===== src/common/gfx_consts.svh =====
`ifndef GFX_CONSTS_SVH
`define GFX_CONSTS_SVH

// Frame buffer geometry in pixels
`define GFX_WIDTH   160
`define GFX_HEIGHT  120

// Enough bits to address every pixel of the buffer
`define GFX_ADDR_W  15

// APB register byte offsets
`define GFX_REG_CTRL          8'h00
`define GFX_REG_STATUS        8'h04
`define GFX_REG_COLOR_TOP     8'h08
`define GFX_REG_COLOR_BOTTOM  8'h0C
`define GFX_REG_SPLIT_ROW     8'h10
`define GFX_REG_PIX_ADDR      8'h14
`define GFX_REG_PIX_DATA      8'h18

`endif


===== src/common/gfx_types_pkg.sv =====
`default_nettype none

package gfx_types_pkg;

    typedef logic [7:0] color_red_t;
    typedef logic [7:0] color_green_t;
    typedef logic [7:0] color_blue_t;

    // Red sits in the high byte
    typedef struct packed {
        color_red_t   red;
        color_green_t green;
        color_blue_t  blue;
    } color_t;

    typedef enum logic [0:0] {
        DRAW_FILL  = 1'b0,
        DRAW_SPLIT = 1'b1
    } draw_op_t;

    typedef enum logic [0:0] {
        DRAW_IDLE   = 1'b0,
        DRAW_ACTIVE = 1'b1
    } draw_state_t;

endpackage

`default_nettype wire


===== src/common/draw_cmd_if.sv =====
`timescale 1ns/1ns
`default_nettype none

`include "gfx_consts.svh"

interface draw_cmd_if import gfx_types_pkg::*; ();

    localparam int ROW_W = $clog2(`GFX_HEIGHT);

    logic             start;
    draw_op_t         op;
    color_t           color_top;
    color_t           color_bottom;
    logic [ROW_W-1:0] split_row;
    logic             busy;
    logic             done;

    modport host (
        output start, op, color_top, color_bottom, split_row,
        input  busy, done
    );

    modport engine (
        input  start, op, color_top, color_bottom, split_row,
        output busy, done
    );

endinterface

`default_nettype wire


===== src/background_drawer/background_drawer.sv =====
`timescale 1ns/1ns
`default_nettype none

`include "gfx_consts.svh"

module background_drawer import gfx_types_pkg::*; (
    input  wire logic                   clk,
    input  wire logic                   rstn,
    draw_cmd_if.engine                  cmd,
    output logic                        write_en,
    output logic      [`GFX_ADDR_W-1:0] write_addr,
    output color_t                      write_data
);

    localparam int XW    = $clog2(`GFX_WIDTH);
    localparam int YW    = $clog2(`GFX_HEIGHT);
    localparam int ROW_W = $clog2(`GFX_HEIGHT);

    draw_state_t      state;
    logic [XW-1:0]    x;
    logic [YW-1:0]    y;
    logic             start_ok;
    logic             last_x;
    logic             last_pix;
    draw_op_t         op_q;
    color_t           top_q;
    color_t           bottom_q;
    logic [ROW_W-1:0] split_q;

    assign start_ok = (state == DRAW_IDLE) && cmd.start;
    assign last_x   = (x == XW'(`GFX_WIDTH - 1));
    assign last_pix = last_x && (y == YW'(`GFX_HEIGHT - 1));

    always_ff @(posedge clk or negedge rstn) begin
        if (!rstn) begin
            state <= DRAW_IDLE;
        end else begin
            case (state)
                DRAW_IDLE: begin
                    if (cmd.start) begin
                        state <= DRAW_ACTIVE;
                    end
                end
                DRAW_ACTIVE: begin
                    if (last_pix) begin
                        state <= DRAW_IDLE;
                    end
                end
                default: state <= DRAW_IDLE;
            endcase
        end
    end

    // Raster order, x runs fastest
    always_ff @(posedge clk or negedge rstn) begin
        if (!rstn) begin
            x <= '0;
            y <= '0;
        end else if (start_ok) begin
            x <= '0;
            y <= '0;
        end else if (state == DRAW_ACTIVE) begin
            if (last_x) begin
                x <= '0;
                y <= last_pix ? '0 : y + 1'b1;
            end else begin
                x <= x + 1'b1;
            end
        end
    end

    // Settings are frozen for the whole frame
    always_ff @(posedge clk) begin
        if (start_ok) begin
            op_q     <= cmd.op;
            top_q    <= cmd.color_top;
            bottom_q <= cmd.color_bottom;
            split_q  <= cmd.split_row;
        end
    end

    assign write_en   = (state == DRAW_ACTIVE);
    assign write_addr = `GFX_ADDR_W'(y) * `GFX_ADDR_W'(`GFX_WIDTH) + `GFX_ADDR_W'(x);

    always_comb begin
        if ((op_q == DRAW_SPLIT) && (y >= split_q)) begin
            write_data = bottom_q;
        end else begin
            write_data = top_q;
        end
    end

    assign cmd.busy = (state == DRAW_ACTIVE);
    assign cmd.done = (state == DRAW_ACTIVE) && last_pix;

endmodule

`default_nettype wire


===== src/flat_wrapper.sv =====
// flat-port wrapper written by rule: the top's interface ports become plain ports
module background_drawer_flat import gfx_types_pkg::*;
  (clk, rstn, write_en, write_addr, write_data, cmd_start, cmd_op, cmd_color_top, cmd_color_bottom, cmd_split_row, cmd_busy, cmd_done);
  draw_cmd_if cmd_i ();
  input  wire logic clk;
  input  wire logic rstn;
  output logic write_en;
  output logic      [`GFX_ADDR_W-1:0] write_addr;
  output color_t write_data;
  input wire logic [$bits(cmd_i.start)-1:0] cmd_start;
  input wire logic [$bits(cmd_i.op)-1:0] cmd_op;
  input wire logic [$bits(cmd_i.color_top)-1:0] cmd_color_top;
  input wire logic [$bits(cmd_i.color_bottom)-1:0] cmd_color_bottom;
  input wire logic [$bits(cmd_i.split_row)-1:0] cmd_split_row;
  output wire logic [$bits(cmd_i.busy)-1:0] cmd_busy;
  output wire logic [$bits(cmd_i.done)-1:0] cmd_done;
  assign cmd_i.start = cmd_start;
  assign cmd_i.op = cmd_op;
  assign cmd_i.color_top = cmd_color_top;
  assign cmd_i.color_bottom = cmd_color_bottom;
  assign cmd_i.split_row = cmd_split_row;
  assign cmd_busy = cmd_i.busy;
  assign cmd_done = cmd_i.done;
  background_drawer u_core (.clk(clk), .rstn(rstn), .cmd(cmd_i), .write_en(write_en), .write_addr(write_addr), .write_data(write_data));
endmodule

===== config.mk =====
export PLATFORM = sky130hd
export DESIGN_NAME = background_drawer_flat
export DESIGN_NICKNAME = d
export VERILOG_FILES = /design/src/common/gfx_types_pkg.sv /design/src/common/draw_cmd_if.sv /design/src/background_drawer/background_drawer.sv /design/src/flat_wrapper.sv
export VERILOG_INCLUDE_DIRS = /design/src /design/src/common
export SDC_FILE = /design/constraint.sdc
export NUM_CORES = 1
export LEC_CHECK = 0
export ABC_AREA = 1
export BUFFER_PORTS_ARGS = -buffer_cell sky130_fd_sc_hd__buf_2
export CAP_MARGIN = 40
export CORE_MARGIN = 1
export CORE_UTILIZATION = 45
export DETAILED_ROUTE_END_ITERATION = 7
export GPL_ROUTABILITY_DRIVEN = 0
export GPL_TIMING_DRIVEN = 0
export PLACE_DENSITY = 0.76
export SLEW_MARGIN = 20
export SYNTH_ARGS = -nofsm -noshare
export SYNTH_HDL_FRONTEND = slang
export SYNTH_SLANG_ARGS = --single-unit

===== constraint.sdc =====
create_clock -name clk -period 8.01 [get_ports clk]
set_input_delay 1.602 -clock clk [delete_from_list [all_inputs] [get_ports clk]]
set_output_delay 1.602 -clock clk [all_outputs]
set_load 0.02 [all_outputs]

==> results.md <==
- Synth async-reset ratio: 22.2%
- Final #Nets: 549
- Vias per cell: 4.86
- Fin crit share: 53.5%
- Top cells by area, synth: edfxtp_1 (46%), dfrtp_1 (11%), nand2_1 (10%)
- Synthesized netlist cell count: 353
- Slew Limit Fails: 0
- DRC violation count after routing: 0
- CTS Buf Count: 9
- Routed Antenna Nets: 0
- Clock transition at path regs: 80 ps
- Post-synth top cells: nand2_1 (98), edfxtp_1 (56), nand3_1 (43)
- CP required: 6410 ps
- Gr ovfl total: 0
- CTS Hold Bufs: 0
- Syn Area/Cell: 10.3 um^2
- Worst path most repeated cell: nand2_1
- Core outline area: 0.00777 mm^2
- Slowest-stage cell, CP: dfrtp_1
- Max Clk Rate: 234 MHz
- IO Pins: 101
- Global Route Usage Sum: 17.2%
- Status: complete, no violations
- Crit Path Class: reg -> out
- Largest net degree at the start of global routing: 26
- Chip height: 91.8 um
- LEAKAGE: 2.11 nW
- Seq/Total Area, Yosys: 57.3%
- Setup_tns: 0 ps
- Critical Path Source Type: flip-flop
- CTS tree: yes
- RSZ-0062 raised after global routing: no
- # clock sinks: 72
- Dpl hpwl: 5310 um
- Max_cap viols: 0
- Vias in the first global route: 2586
- Share of the synthesized area in the top cell type: 46.3%
- Clock Tree Buf Depth: 2
- Top-count cell post-synth: nand2_1
- Seq cells post-synth: 72
- Crit path largest cell delay: 470 ps
- Final setup vio count: 0
- Tmin final: 4280 ps
- Final Hold Vio Count: 0
- Post-Route WL: 7100 um
- Non-Filler Instances: 573
- Port Buffer Count: 100
- Root Driver: clkbuf_8
- Clock Skew: 8.51 ps
- Initial core utilization: 46.8%
- Share of layout cells above drive strength 1: 29.7%
- Endpoint class of the critical path: output port
- Warnings, synthesis: 0
- Relative slew slack: 65.4%
- Worst-skew pair later-pin latency: 340 ps
- Hold Slack: 535 ps
- H-tree depth: 3
- Crit-path max FO: 6
- Mapped Nets: 436
- Via Count: 2785
- Slew @ Worst Pin: 518 ps
- FILL cells: 658
- First-pass GRT wire length: 11400 um
- Routed len/inst: 12.4 um
- Peak supply drop: 0.000680 V
- Post-cts sizing count: 0
- Die ar.: 0.00843 mm^2
- Pre-antenna DRT Iters: 4
- Initial antenna violation count: 0
- Synth unique cells: 28
- Hold crit path type: reg -> reg
- Number of synthesized flops with an enable pin: 56
- Worst path cell trace: ha_1 -> ha_1 -> fa_1 -> xor2_2 -> nand3_1 -> nor2_1 -> nand2_1 -> nand2_1 -> nand2_1 -> buf_2
- Die X: 91.8 um
- Mapped Area: 0.00363 mm^2
- Dominant synthesized flop cell: edfxtp_1
- Area Overhead vs Synth: 23.6%
- Drt first-iter violations: 113
- Synth area leader: edfxtp_1
- Num rows: 32
- Setup bufs post-CTS: 0
- P per Cell Area: 415 mW/mm^2
- # diodes: 0
- Placed cell count: 557
- Arr. time, crit path: 2680 ps
[critical path: cells and delay by family (launching register included)]
family | cells | cell delay, ps
simple gates | 5 | 480
xor+xnor | 1 | 240
flops | 1 | 470
fa+ha+maj | 3 | 990
buf+inv | 1 | 150
[layout by cell type, fill, tap and decap left out, types with 9 or more instances in the layout]
cell	n
dfrtp_1	16
xor2_1	9
edfxtp_1	56
nand3_1	43
clkbuf_8	9
nor2_1	17
buf_2	102
nand2_1	98
ha_1	22
inv_1	31
[cells by family (layout without fill, tap and decap cells)]
family / count (synthesis) / in the layout / synth area share (%)
and+or+nand+nor: 173 / 173 / 21.1
DFF: 72 / 72 / 57.3
buffers and inverters: 46 / 164 / 5.65
AOI/OAI and AO/OA: 25 / 25 / 3.72
adders and majority gates: 24 / 24 / 8.68
xor gates and xnor gates: 13 / 13 / 3.55
[cell type report]
| type | instances | area, um^2 | area share, % |
|---|---|---|---|
| Clock inverter | 6 | 45.0 | 1.00 |
| Buffer | 13 | 81.3 | 1.81 |
| Sequential cell | 72 | 2080 | 46.4 |
| Clock buffer | 10 | 128 | 2.84 |
| Tap cell | 102 | 128 | 2.84 |
| Multi-Input combinational cell | 235 | 1350 | 30.1 |
| Inverter | 33 | 124 | 2.76 |
| Timing Repair Buffer | 102 | 548 | 12.2 |
[power by group]
part	internal (mW)	leakage, nW	switching, mW
combinational	0.416	1.35	0.691
clock	0.113	0.0789	0.136
sequential	0.442	0.684	0.0656
[path summary, 6_finish.rpt]
check	start	end	slack (ps)	depth (start not counted)
setup / recovery	u_core.y[3]$_DFFE_PN0P_	write_addr[13]	3730	10
hold / removal	u_core.x[1]$_DFFE_PN0P_	u_core.x[1]$_DFFE_PN0P_	530	2
setup reg to reg	u_core.cmd.busy$_DFF_PN0_	u_core.bottom_q[22]$_DFFE_PP_	6290	3
hold reg to reg	u_core.x[1]$_DFFE_PN0P_	u_core.x[1]$_DFFE_PN0P_	530	2
max in group asynchronous	rstn	u_core.y[2]$_DFFE_PN0P_	6580	1
min in group asynchronous	rstn	u_core.x[1]$_DFFE_PN0P_	1160	1
[state kept, by name, indices dropped and copies added, names as in the netlist]
signal / cells
u_core.top_q: 24
u_core.bottom_q: 24
u_core.y: 7
u_core.cmd.busy: 1
u_core.x: 8
u_core.op_q: 1
u_core.split_q: 7
[layer usage]
metal | up-vias | global-route usage (%) | routed length (um) | part of all wire, %
li1 | 1422 | - | - | -
met1 | 1272 | 21.3 | 3130 | 44
met2 | 81 | 29.0 | 3400 | 48
met3 | 10 | 4.15 | 457 | 6.4
met4 | 0 | 6.77 | 112 | 1.6
met5 | - | 0 | 0 | 0
[per-stage QoR]
step	setup slack, ps	power, mW	utilization [%]	cell area, um^2
finish	3730	1.86	57.8	4490
global route	3530	2.03	57.8	4490
CTS	3700	1.88	57.8	4490
detailed placement	4080	1.62	55.6	4320
global placement	2030	1.60	54.8	4260
floorplan	3190	1.34	-	3630
Note: power is estimated with default switching activity, not from simulation.
