==> config.mk <==
export PLATFORM = sky130hd
export DESIGN_NAME = apb_regs_flat
export DESIGN_NICKNAME = d
export VERILOG_FILES = /design/src/common/apb_regs_pkg.sv /design/src/common/gfx_types_pkg.sv /design/src/common/draw_cmd_if.sv /design/src/apb_regs.sv /design/src/flat_wrapper.sv
export VERILOG_INCLUDE_DIRS = /design/src /design/src/common
export SDC_FILE = /design/constraint.sdc
export NUM_CORES = 1
export LEC_CHECK = 0
export BUFFER_PORTS_ARGS = -buffer_cell sky130_fd_sc_hd__buf_2
export CORE_AREA = 2 2 95 97
export CTS_CLUSTER_DIAMETER = 200
export DETAILED_ROUTE_END_ITERATION = 8
export DIE_AREA = 0 0 97 99
export HOLD_SLACK_MARGIN = 0.03
export PLACE_DENSITY_LB_ADDON = 0.2
export SLEW_MARGIN = 30
export SYNTH_ARGS = -nofsm -noshare
export SYNTH_HDL_FRONTEND = slang
export SYNTH_SLANG_ARGS = --single-unit
==> constraint.sdc <==
create_clock -name clk -period 2.2 [get_ports clk]
set_input_delay 0.11 -clock clk [delete_from_list [all_inputs] [get_ports clk]]
set_output_delay 0.11 -clock clk [all_outputs]
set_load 0.05 [all_outputs]
==> src/common/gfx_consts.svh <==
`ifndef GFX_CONSTS_SVH
`define GFX_CONSTS_SVH

// Frame buffer geometry in pixels
`define GFX_WIDTH   160
`define GFX_HEIGHT  120

// Enough bits to address every pixel of the buffer
`define GFX_ADDR_W  15

// APB register byte offsets
`define GFX_REG_CTRL          8'h00
`define GFX_REG_STATUS        8'h04
`define GFX_REG_COLOR_TOP     8'h08
`define GFX_REG_COLOR_BOTTOM  8'h0C
`define GFX_REG_SPLIT_ROW     8'h10
`define GFX_REG_PIX_ADDR      8'h14
`define GFX_REG_PIX_DATA      8'h18

`endif

==> src/common/apb_regs_pkg.sv <==
`default_nettype none

package apb_regs_pkg;

    // Register selects decoded from paddr
    typedef enum logic [2:0] {
        REG_CTRL,
        REG_STATUS,
        REG_COLOR_TOP,
        REG_COLOR_BOTTOM,
        REG_SPLIT_ROW,
        REG_PIX_ADDR,
        REG_PIX_DATA,
        REG_NONE
    } reg_sel_t;

    // STATUS word, busy in bit 0 and done in bit 1
    typedef struct packed {
        logic [29:0] reserved;
        logic        done;
        logic        busy;
    } status_t;

endpackage

`default_nettype wire

==> src/common/gfx_types_pkg.sv <==
`default_nettype none

package gfx_types_pkg;

    typedef logic [7:0] color_red_t;
    typedef logic [7:0] color_green_t;
    typedef logic [7:0] color_blue_t;

    // Red sits in the high byte
    typedef struct packed {
        color_red_t   red;
        color_green_t green;
        color_blue_t  blue;
    } color_t;

    typedef enum logic [0:0] {
        DRAW_FILL  = 1'b0,
        DRAW_SPLIT = 1'b1
    } draw_op_t;

    typedef enum logic [0:0] {
        DRAW_IDLE   = 1'b0,
        DRAW_ACTIVE = 1'b1
    } draw_state_t;

endpackage

`default_nettype wire

==> src/common/draw_cmd_if.sv <==
`timescale 1ns/1ns
`default_nettype none

`include "gfx_consts.svh"

interface draw_cmd_if import gfx_types_pkg::*; ();

    localparam int ROW_W = $clog2(`GFX_HEIGHT);

    logic             start;
    draw_op_t         op;
    color_t           color_top;
    color_t           color_bottom;
    logic [ROW_W-1:0] split_row;
    logic             busy;
    logic             done;

    modport host (
        output start, op, color_top, color_bottom, split_row,
        input  busy, done
    );

    modport engine (
        input  start, op, color_top, color_bottom, split_row,
        output busy, done
    );

endinterface

`default_nettype wire

==> src/apb_regs.sv <==
`timescale 1ns/1ns
`default_nettype none

`include "gfx_consts.svh"

module apb_regs import apb_regs_pkg::*, gfx_types_pkg::*; (
    input  wire logic                   clk,
    input  wire logic                   rstn,
    input  wire logic                   psel,
    input  wire logic                   penable,
    input  wire logic                   pwrite,
    input  wire logic [7:0]             paddr,
    input  wire logic [31:0]            pwdata,
    output logic      [31:0]            prdata,
    output logic                        pready,
    output logic                        pslverr,
    output logic                        irq,
    draw_cmd_if.host                    cmd,
    output logic                        read_en,
    output logic      [`GFX_ADDR_W-1:0] read_addr,
    input  wire color_t                 read_data
);

    localparam int ROW_W = $clog2(`GFX_HEIGHT);

    reg_sel_t               sel;
    logic                   access;
    logic                   wr_access;
    logic                   rd_access;
    logic                   pix_wait;
    logic                   start_q;
    logic                   done_sticky;
    draw_op_t               op;
    color_t                 color_top;
    color_t                 color_bottom;
    logic [ROW_W-1:0]       split_row;
    logic [`GFX_ADDR_W-1:0] pix_addr;
    status_t                status;

    always_comb begin
        case (paddr)
            `GFX_REG_CTRL:         sel = REG_CTRL;
            `GFX_REG_STATUS:       sel = REG_STATUS;
            `GFX_REG_COLOR_TOP:    sel = REG_COLOR_TOP;
            `GFX_REG_COLOR_BOTTOM: sel = REG_COLOR_BOTTOM;
            `GFX_REG_SPLIT_ROW:    sel = REG_SPLIT_ROW;
            `GFX_REG_PIX_ADDR:     sel = REG_PIX_ADDR;
            `GFX_REG_PIX_DATA:     sel = REG_PIX_DATA;
            default:               sel = REG_NONE;
        endcase
    end

    assign access    = psel && penable;
    assign wr_access = access && pwrite;
    assign rd_access = access && !pwrite;

    // A pixel read spends its first access cycle fetching from the buffer
    assign read_en   = rd_access && (sel == REG_PIX_DATA) && !pix_wait;
    assign read_addr = pix_addr;
    assign pready    = !read_en;
    assign pslverr   = access && (sel == REG_NONE);

    always_ff @(posedge clk or negedge rstn) begin
        if (!rstn) begin
            pix_wait <= 1'b0;
        end else begin
            pix_wait <= read_en;
        end
    end

    always_ff @(posedge clk or negedge rstn) begin
        if (!rstn) begin
            op           <= DRAW_FILL;
            color_top    <= '0;
            color_bottom <= '0;
            split_row    <= '0;
            pix_addr     <= '0;
        end else if (wr_access) begin
            case (sel)
                REG_CTRL:         op <= draw_op_t'(pwdata[1]);
                REG_COLOR_TOP:    color_top <= color_t'(pwdata[23:0]);
                REG_COLOR_BOTTOM: color_bottom <= color_t'(pwdata[23:0]);
                REG_SPLIT_ROW:    split_row <= pwdata[ROW_W-1:0];
                REG_PIX_ADDR:     pix_addr <= pwdata[`GFX_ADDR_W-1:0];
                default:          ;
            endcase
        end
    end

    // Start is dropped while a draw is running or already requested
    always_ff @(posedge clk or negedge rstn) begin
        if (!rstn) begin
            start_q <= 1'b0;
        end else begin
            start_q <= wr_access && (sel == REG_CTRL) && pwdata[0] && !cmd.busy && !start_q;
        end
    end

    always_ff @(posedge clk or negedge rstn) begin
        if (!rstn) begin
            done_sticky <= 1'b0;
        end else if (cmd.done) begin
            done_sticky <= 1'b1;
        end else if (rd_access && (sel == REG_STATUS)) begin
            done_sticky <= 1'b0;
        end
    end

    assign irq = done_sticky;

    always_comb begin
        status      = '0;
        status.busy = cmd.busy || start_q;
        status.done = done_sticky;
    end

    always_comb begin
        case (sel)
            REG_CTRL:         prdata = {30'b0, op, 1'b0};
            REG_STATUS:       prdata = status;
            REG_COLOR_TOP:    prdata = {8'h00, color_top};
            REG_COLOR_BOTTOM: prdata = {8'h00, color_bottom};
            REG_SPLIT_ROW:    prdata = 32'(split_row);
            REG_PIX_ADDR:     prdata = 32'(pix_addr);
            REG_PIX_DATA:     prdata = {8'h00, read_data};
            default:          prdata = '0;
        endcase
    end

    assign cmd.start        = start_q;
    assign cmd.op           = op;
    assign cmd.color_top    = color_top;
    assign cmd.color_bottom = color_bottom;
    assign cmd.split_row    = split_row;

endmodule

`default_nettype wire

==> src/flat_wrapper.sv <==
// flat-port wrapper written by rule: the top's interface ports become plain ports
module apb_regs_flat import apb_regs_pkg::*, gfx_types_pkg::*;
  (clk, rstn, psel, penable, pwrite, paddr, pwdata, prdata, pready, pslverr, irq, read_en, read_addr, read_data, cmd_start, cmd_op, cmd_color_top, cmd_color_bottom, cmd_split_row, cmd_busy, cmd_done);
  draw_cmd_if cmd_i ();
  input  wire logic clk;
  input  wire logic rstn;
  input  wire logic psel;
  input  wire logic penable;
  input  wire logic pwrite;
  input  wire logic [7:0] paddr;
  input  wire logic [31:0] pwdata;
  output logic      [31:0] prdata;
  output logic pready;
  output logic pslverr;
  output logic irq;
  output logic read_en;
  output logic      [`GFX_ADDR_W-1:0] read_addr;
  input  wire color_t read_data;
  output wire logic [$bits(cmd_i.start)-1:0] cmd_start;
  output wire logic [$bits(cmd_i.op)-1:0] cmd_op;
  output wire logic [$bits(cmd_i.color_top)-1:0] cmd_color_top;
  output wire logic [$bits(cmd_i.color_bottom)-1:0] cmd_color_bottom;
  output wire logic [$bits(cmd_i.split_row)-1:0] cmd_split_row;
  input wire logic [$bits(cmd_i.busy)-1:0] cmd_busy;
  input wire logic [$bits(cmd_i.done)-1:0] cmd_done;
  assign cmd_start = cmd_i.start;
  assign cmd_op = cmd_i.op;
  assign cmd_color_top = cmd_i.color_top;
  assign cmd_color_bottom = cmd_i.color_bottom;
  assign cmd_split_row = cmd_i.split_row;
  assign cmd_i.busy = cmd_busy;
  assign cmd_i.done = cmd_done;
  apb_regs u_core (.clk(clk), .rstn(rstn), .psel(psel), .penable(penable), .pwrite(pwrite), .paddr(paddr), .pwdata(pwdata), .prdata(prdata), .pready(pready), .pslverr(pslverr), .irq(irq), .cmd(cmd_i), .read_en(read_en), .read_addr(read_addr), .read_data(read_data));
endmodule
==> out/summary.txt, run 1 <==
minimum hold slack - 0.0604 ns
Yosys top cell by area - dfrtp_1
Synth Area in Simple Gates - 10.4%
TNS Setup - 0 ns
max_slew headroom - 54.7%
Worst-Skew Late Latency - 0.33 ns
Die W - 97 µm
initial antenna violation count - 0
fmax - 492 MHz
crit path launch type - input pin
via density per instance - 5.23
Clock Path Buffers - 2
router iterations before antenna repair - 5
Critical Path Most Common Cell - buf_2
TritonCTS clock tree - yes
RSZ-0062 raised after global routing - no
total CTS buffers - 9
Worst Setup Slack, final - 0.167 ns
Commonest cells post-synth - dfrtp_1, mux2_2, nor2_1
GRT Util Overall - 22.5%
clk_skew - 0 ns
grt ovf - 0
crit path kind - input pin to primary output
Post-DP Area - 0.00482 mm²
cell depth of the worst setup path - 6
Final Hold Fails - 0
post-synthesis mux area share - 28.2%
complex-gate fraction of the synthesized area - 8.41%
Die ar. - 0.00960 mm²
hold path depth - 2
max-cap violations - 0
Synth Area per Inst - 12.3 µm²
total number of vias - 3,242
Slowest cell on crit path - and4b_1
setup violators final - 0
largest net degree at the start of global routing - 75
Clock Pin Slew Worst Setup and Hold Paths - 0.07 ns
pwr/cell area - 514 mW/mm²
# fillers - 755
Top delay family on crit path - simple AND/OR/NAND/NOR gates
Peak VDD IR - 0.000264 V
first-pass GRT wire length - 17.2 mm
fin area - 0.00520 mm²
Slew @ Worst Pin - 0.680 ns
number of flops mapped to enable cells by yosys - 0
Worst EP arrival - 1.92 ns
CP Max Fanout - 7
worst stage delay on the critical path - 0.43 ns
final core area utilization - 60.8%
CTS Root Cell - clkbuf_8
Slew Limit Fails - 0
Die H - 99 µm
Port Buffers - 162
asr flop ratio synth - 100%
synthesized area - 0.00390 mm²
layout cell share with drive strength beyond 1 - 53.7%
Mapped Cells - 318
Seq cells post-synth - 74
Seq/Total Area, Yosys - 47.5%
ranking of synthesized cells by area - dfrtp_1, mux2_2, mux2_4
most common cell in the netlist - dfrtp_1
Placer Congestion - 0.785
Final nets - 579
Core Area - 0.00855 mm²
final WL - 10.7 mm
initial DRC count - 118
outcome - finished, final reports clean
Adder-Cell Fraction of Synth Area - 0%
synth unique cells - 42
synthesis-to-layout area growth - 33.4%
WP data required - 2.09 ns
pre-CTS WS - 0.117 ns
Num Clock Sinks - 74
Post-DP HPWL - 7.68 mm
largest family of logic cells by synthesized area - multiplexers
crit-path cells - buf_2 -> nor4_4 -> and2_0 -> and4b_1 -> a221o_1 -> buf_2
multi-input logic area - 0.00186 mm²
Avg WL per Cell - 17.3 µm
Yosys top cell area share - 47.5%
CP bufs+invs - 2
Reg2Reg Depth - 2
yosys warns - 0
fin crit period - 2.03 ns
post-route clock period utilization - 92.4%
Post-CTS Setup Repair Bufs - 0
worst hold path class - input pin to flip-flop
H-tree Lvls - 3
n_diodes - 0
Pleak - 2.90 nW
ys flop type - dfrtp_1
Routed Antenna Nets - 0
I/O pins - 179
residual DRC count - 0
Initial Util - 45.6%
num rows - 34
vias in the first global route - 3,310
Synth Area in XOR/XNOR - 0%
FF/Latch Area - 0.00185 mm²
Crit. End Element - primary output
## what timing repair did
| action | 4_1_cts | 5_1_grt |
|---|---|---|
| hold endpoints to repair | 118 | 0 |
| endpoints found under the setup margin | 0 | 10 |
| hold buffers | 21 | 0 |
| gates resized for setup | 0 | 1 |
## flip-flops by register name, indices dropped and copies added (netlist names)
name	flops
u_core.irq	1
u_core.cmd.color_bottom	24
u_core.read_addr	15
u_core.cmd.start	1
u_core.cmd.color_top	24
u_core.pix_wait	1
u_core.cmd.op	1
u_core.cmd.split_row	7
## cells in the final DEF, fill, tap and decap left out, types with 2 or more instances in the layout
cell | Yosys | layout
mux2_2 | 53 | 53
nand2_1 | 6 | 5
nor3_1 | 5 | 5
nor2b_1 | 3 | 3
a31oi_1 | 3 | 3
nand3b_1 | 4 | 4
o2bb2ai_1 | 8 | 8
nor3_4 | 2 | 2
nor2_1 | 27 | 27
a221o_1 | 5 | 5
inv_1 | 4 | 4
clkinvlp_4 | 0 | 2
mux2_4 | 20 | 20
buf_2 | 4 | 161
dlygate4sd3_1 | 0 | 21
dfrtp_1 | 74 | 74
and2_1 | 3 | 3
nand3_1 | 5 | 5
buf_4 | 8 | 17
o21ai_0 | 4 | 4
a21oi_1 | 20 | 20
mux2i_1 | 20 | 20
conb_1 | 1 | 8
a22oi_1 | 2 | 2
a211o_1 | 2 | 2
nand2b_1 | 2 | 2
nor4_4 | 2 | 2
clkinv_2 | 0 | 4
clkbuf_8 | 0 | 9
## cells by family after synthesis
| family | after synthesis |
|---|---|
| mux | 93 |
| flops | 74 |
| simple gates | 69 |
| compound gates | 48 |
| buf+inv | 33 |
| other cells | 1 |
## routing by layer
layer / GRT usage, % / wire length [µm] / part of all wire [%] / vias up
met4: 5.96 / 95 / 0.89 / 0
met5: 0 / 0 / 0 / -
met2: 37.3 / 5260 / 49 / 114
met1: 29.3 / 4670 / 44 / 1609
met3: 6.31 / 694 / 6.5 / 6
li1: - / - / - / 1513
## area by class of cell
type | count | share of cell area [%]
Inverter | 4 | 0.289
Multi-Input combinational cell | 218 | 35.8
Timing Repair Buffer | 201 | 22.6
Clock buffer | 9 | 2.38
Tap cell | 108 | 2.60
Clock inverter | 6 | 0.674
Sequential cell | 74 | 35.6
## worst reg2reg max path, stage by stage, from the launching register on
cell and delay (ns):
dfrtp_1 0.37, nor3_1 0.20, and2_1 0.17
## through the flow
stage,cells,power (mW)
floorplan,325,1.64
global placement,584,1.78
detailed placement,584,1.78
CTS,620,2.70
global route,620,2.80
finish,620,2.67
## final timing paths
| check | from | endpoint | slack [ns] |
|---|---|---|---|
| setup / recovery | paddr[5] | prdata[17] | 0.17 |
| hold / removal | pwdata[3] | u_core.read_addr[3]$_DFFE_PN0P_ | 0.06 |
| setup reg to reg | u_core.pix_wait$_DFF_PN0_ | u_core.pix_wait$_DFF_PN0_ | 1.40 |
| hold reg to reg | u_core.irq$_DFFE_PN0P_ | u_core.irq$_DFFE_PN0P_ | 0.50 |
| max in group asynchronous | rstn | u_core.cmd.color_bottom[1]$_DFFE_PN0P_ | 1.38 |
| min in group asynchronous | rstn | u_core.cmd.color_top[13]$_DFFE_PN0P_ | 0.35 |
## report_power, final
part | switching (mW) | total [mW] | internal (mW)
combinational | 0.252 | 0.391 | 0.138
clock | 0.493 | 0.888 | 0.395
sequential | 0.0152 | 1.39 | 1.38
Power figures use the tool's default switching activity.
==> run 2, diff against run 1 <==
Clock period 2.2 ns to 2.6 ns, I/O delays scaled along.
==> run 2 against run 1 <==
  * Die area unchanged
  * Non-clock buffer count down 14
  * Sequential power down 15%
  * Core utilization down 1.2 points
==> out/summary.txt, run 2 (synthesis results as in run 1) <==
outcome - finished, final reports clean
num rows - 34
Routed Antenna Nets - 0
Placed Cells incl. Taps - 579
final WL - 10.5 mm
post-route insts no fill - 607
post-route clock period utilization - 82.4%
n_diodes - 0
Post-CTS Setup Repair Bufs - 0
largest net degree at the start of global routing - 75
router iterations before antenna repair - 4
fmax - 467 MHz
total number of vias - 3,203
CTS Root Cell - clkbuf_8
Initial Util - 45.6%
Worst EP arrival - 2.01 ns
R2R setup slack - 1.80 ns
Num Clock Sinks - 74
fin crit period - 2.14 ns
Crit. End Element - primary output
Total Power - 2.41 mW
TritonCTS clock tree - yes
Die W - 97 µm
Final nets - 565
via density per instance - 5.28
first-pass GRT wire length - 16.9 mm
pwr/cell area - 473 mW/mm²
vias in the first global route - 3,248
Reg2Reg Depth - 2
crit path launch type - input pin
crit path kind - input pin to primary output
Slew Limit Fails - 0
Port Buffers - 162
final core area utilization - 59.6%
TNS Setup - 0 ns
Die H - 99 µm
initial DRC count - 119
layout cell share with drive strength beyond 1 - 54.1%
GRT Util Overall - 22.0%
Avg WL per Cell - 17.4 µm
most frequent cells in the layout - buf_2, dfrtp_1, mux2_2
Slew @ Worst Pin - 0.907 ns
initial antenna violation count - 0
Worst Hold Launch - pwdata[12]
Clock Pin Slew Worst Setup and Hold Paths - 0.08 ns
max-cap violations - 0
clk_skew - 0 ns
grt ovf - 0
CP Max Fanout - 13
# fillers - 755
residual DRC count - 0
hold path depth - 2
worst reg2reg startpoint - u_core.pix_wait$_DFF_PN0_
synthesis-to-layout area growth - 30.9%
Peak VDD IR - 0.000254 V
Pleak - 2.86 nW
commonest non-fill, non-tap cell in the layout - buf_2
FF-to-FF End - u_core.pix_wait$_DFF_PN0_
H-tree Lvls - 3
Core Area - 0.00855 mm²
Final Hold Fails - 0
Placer Congestion - 0.777
total CTS buffers - 9
I/O pins - 179
WP data required - 2.47 ns
Clock Path Buffers - 2
RSZ-0062 raised after global routing - no
Hold EP - u_core.cmd.color_top[12]$_DFFE_PN0P_
Worst-Skew Late Latency - 0.34 ns
Post-DP HPWL - 7.38 mm
worst hold path class - input pin to flip-flop
Die ar. - 0.00960 mm²
setup violators final - 0
max_slew headroom - 39.5%
-- run 2: cell types whose count changed in the layout (fill, tap and decap cells not counted) --
| cell | delta |
|---|---|
| clkinvlp_4 | -1 |
| inv_6 | +1 |
| nand2_1 | +1 |
| clkinv_2 | -2 |
| dlygate4sd3_1 | -9 |
| bufinv_16 | +1 |
| buf_4 | -4 |
| nand2_2 | -1 |
| clkbuf_8 | +1 |
| buf_12 | -1 |
| clkinv_4 | +1 |
-- run 2: routing by layer --
metal  GRT usage (%)  up-vias  share of wire (%)
li1                -     1487                  -
met1            28.7     1600                 44
met2            37.1      107                 49
met3            5.04        9                5.7
met4            5.74        0               0.99
met5               0        -                  0
-- run 2: power breakdown --
group	switching (mW)	leakage (nW)	internal [mW]
sequential	0.0129	1.03	1.17
combinational	0.211	1.73	0.107
clock	0.445	0.103	0.471
-- run 2: critical path, stage by stage --
cell and delay [ns]:
buf_2 0.12, nor4_4 0.36, and2_0 0.40, nand2_1 0.42, o2bb2ai_1 0.27, buf_2 0.31
-- run 2: through the flow --
stage | instance area, µm² | hold WS (ns) | worst slack [ns]
after floorplan | 3920 | -0.166 | 0.593
after global placement | 4770 | 0.313 | 0.430
after detailed placement | 4770 | 0.315 | 0.416
after CTS | 5100 | 0.0331 | 0.414
after global routing | 5100 | 0.0383 | 0.274
final | 5100 | 0.0507 | 0.457
-- run 2: repair_timing --
action,4_1_cts,5_1_grt
endpoints found under the hold margin,92,0
gates resized for setup,0,0
hold buffers,12,0
-- run 2: worst max-delay path by stage --
stage / to / startpoint / slack (ns) / cells past startpoint
2_1_floorplan: prdata[1] / u_core.cmd.split_row[1]$_DFFE_PN0P_ / 0.59 / 3
3_3_place_gp: prdata[14] / paddr[5] / 0.43 / 6
3_5_place_dp: prdata[14] / paddr[5] / 0.42 / 6
4_1_cts: prdata[14] / paddr[5] / 0.41 / 6
5_1_grt: prdata[9] / paddr[5] / 0.27 / 6
6_report: prdata[9] / paddr[5] / 0.46 / 6
-- run 2: final cells by class --
type	count	area (µm²)	share of cell area (%)
clock buffer	10	138	2.70
clock inverter	6	65.1	1.28
inverter	4	15.0	0.294
multi-input combinational	218	1860	36.5
sequential	74	1850	36.3
tap	108	135	2.65
timing repair buffer	187	1030	20.3
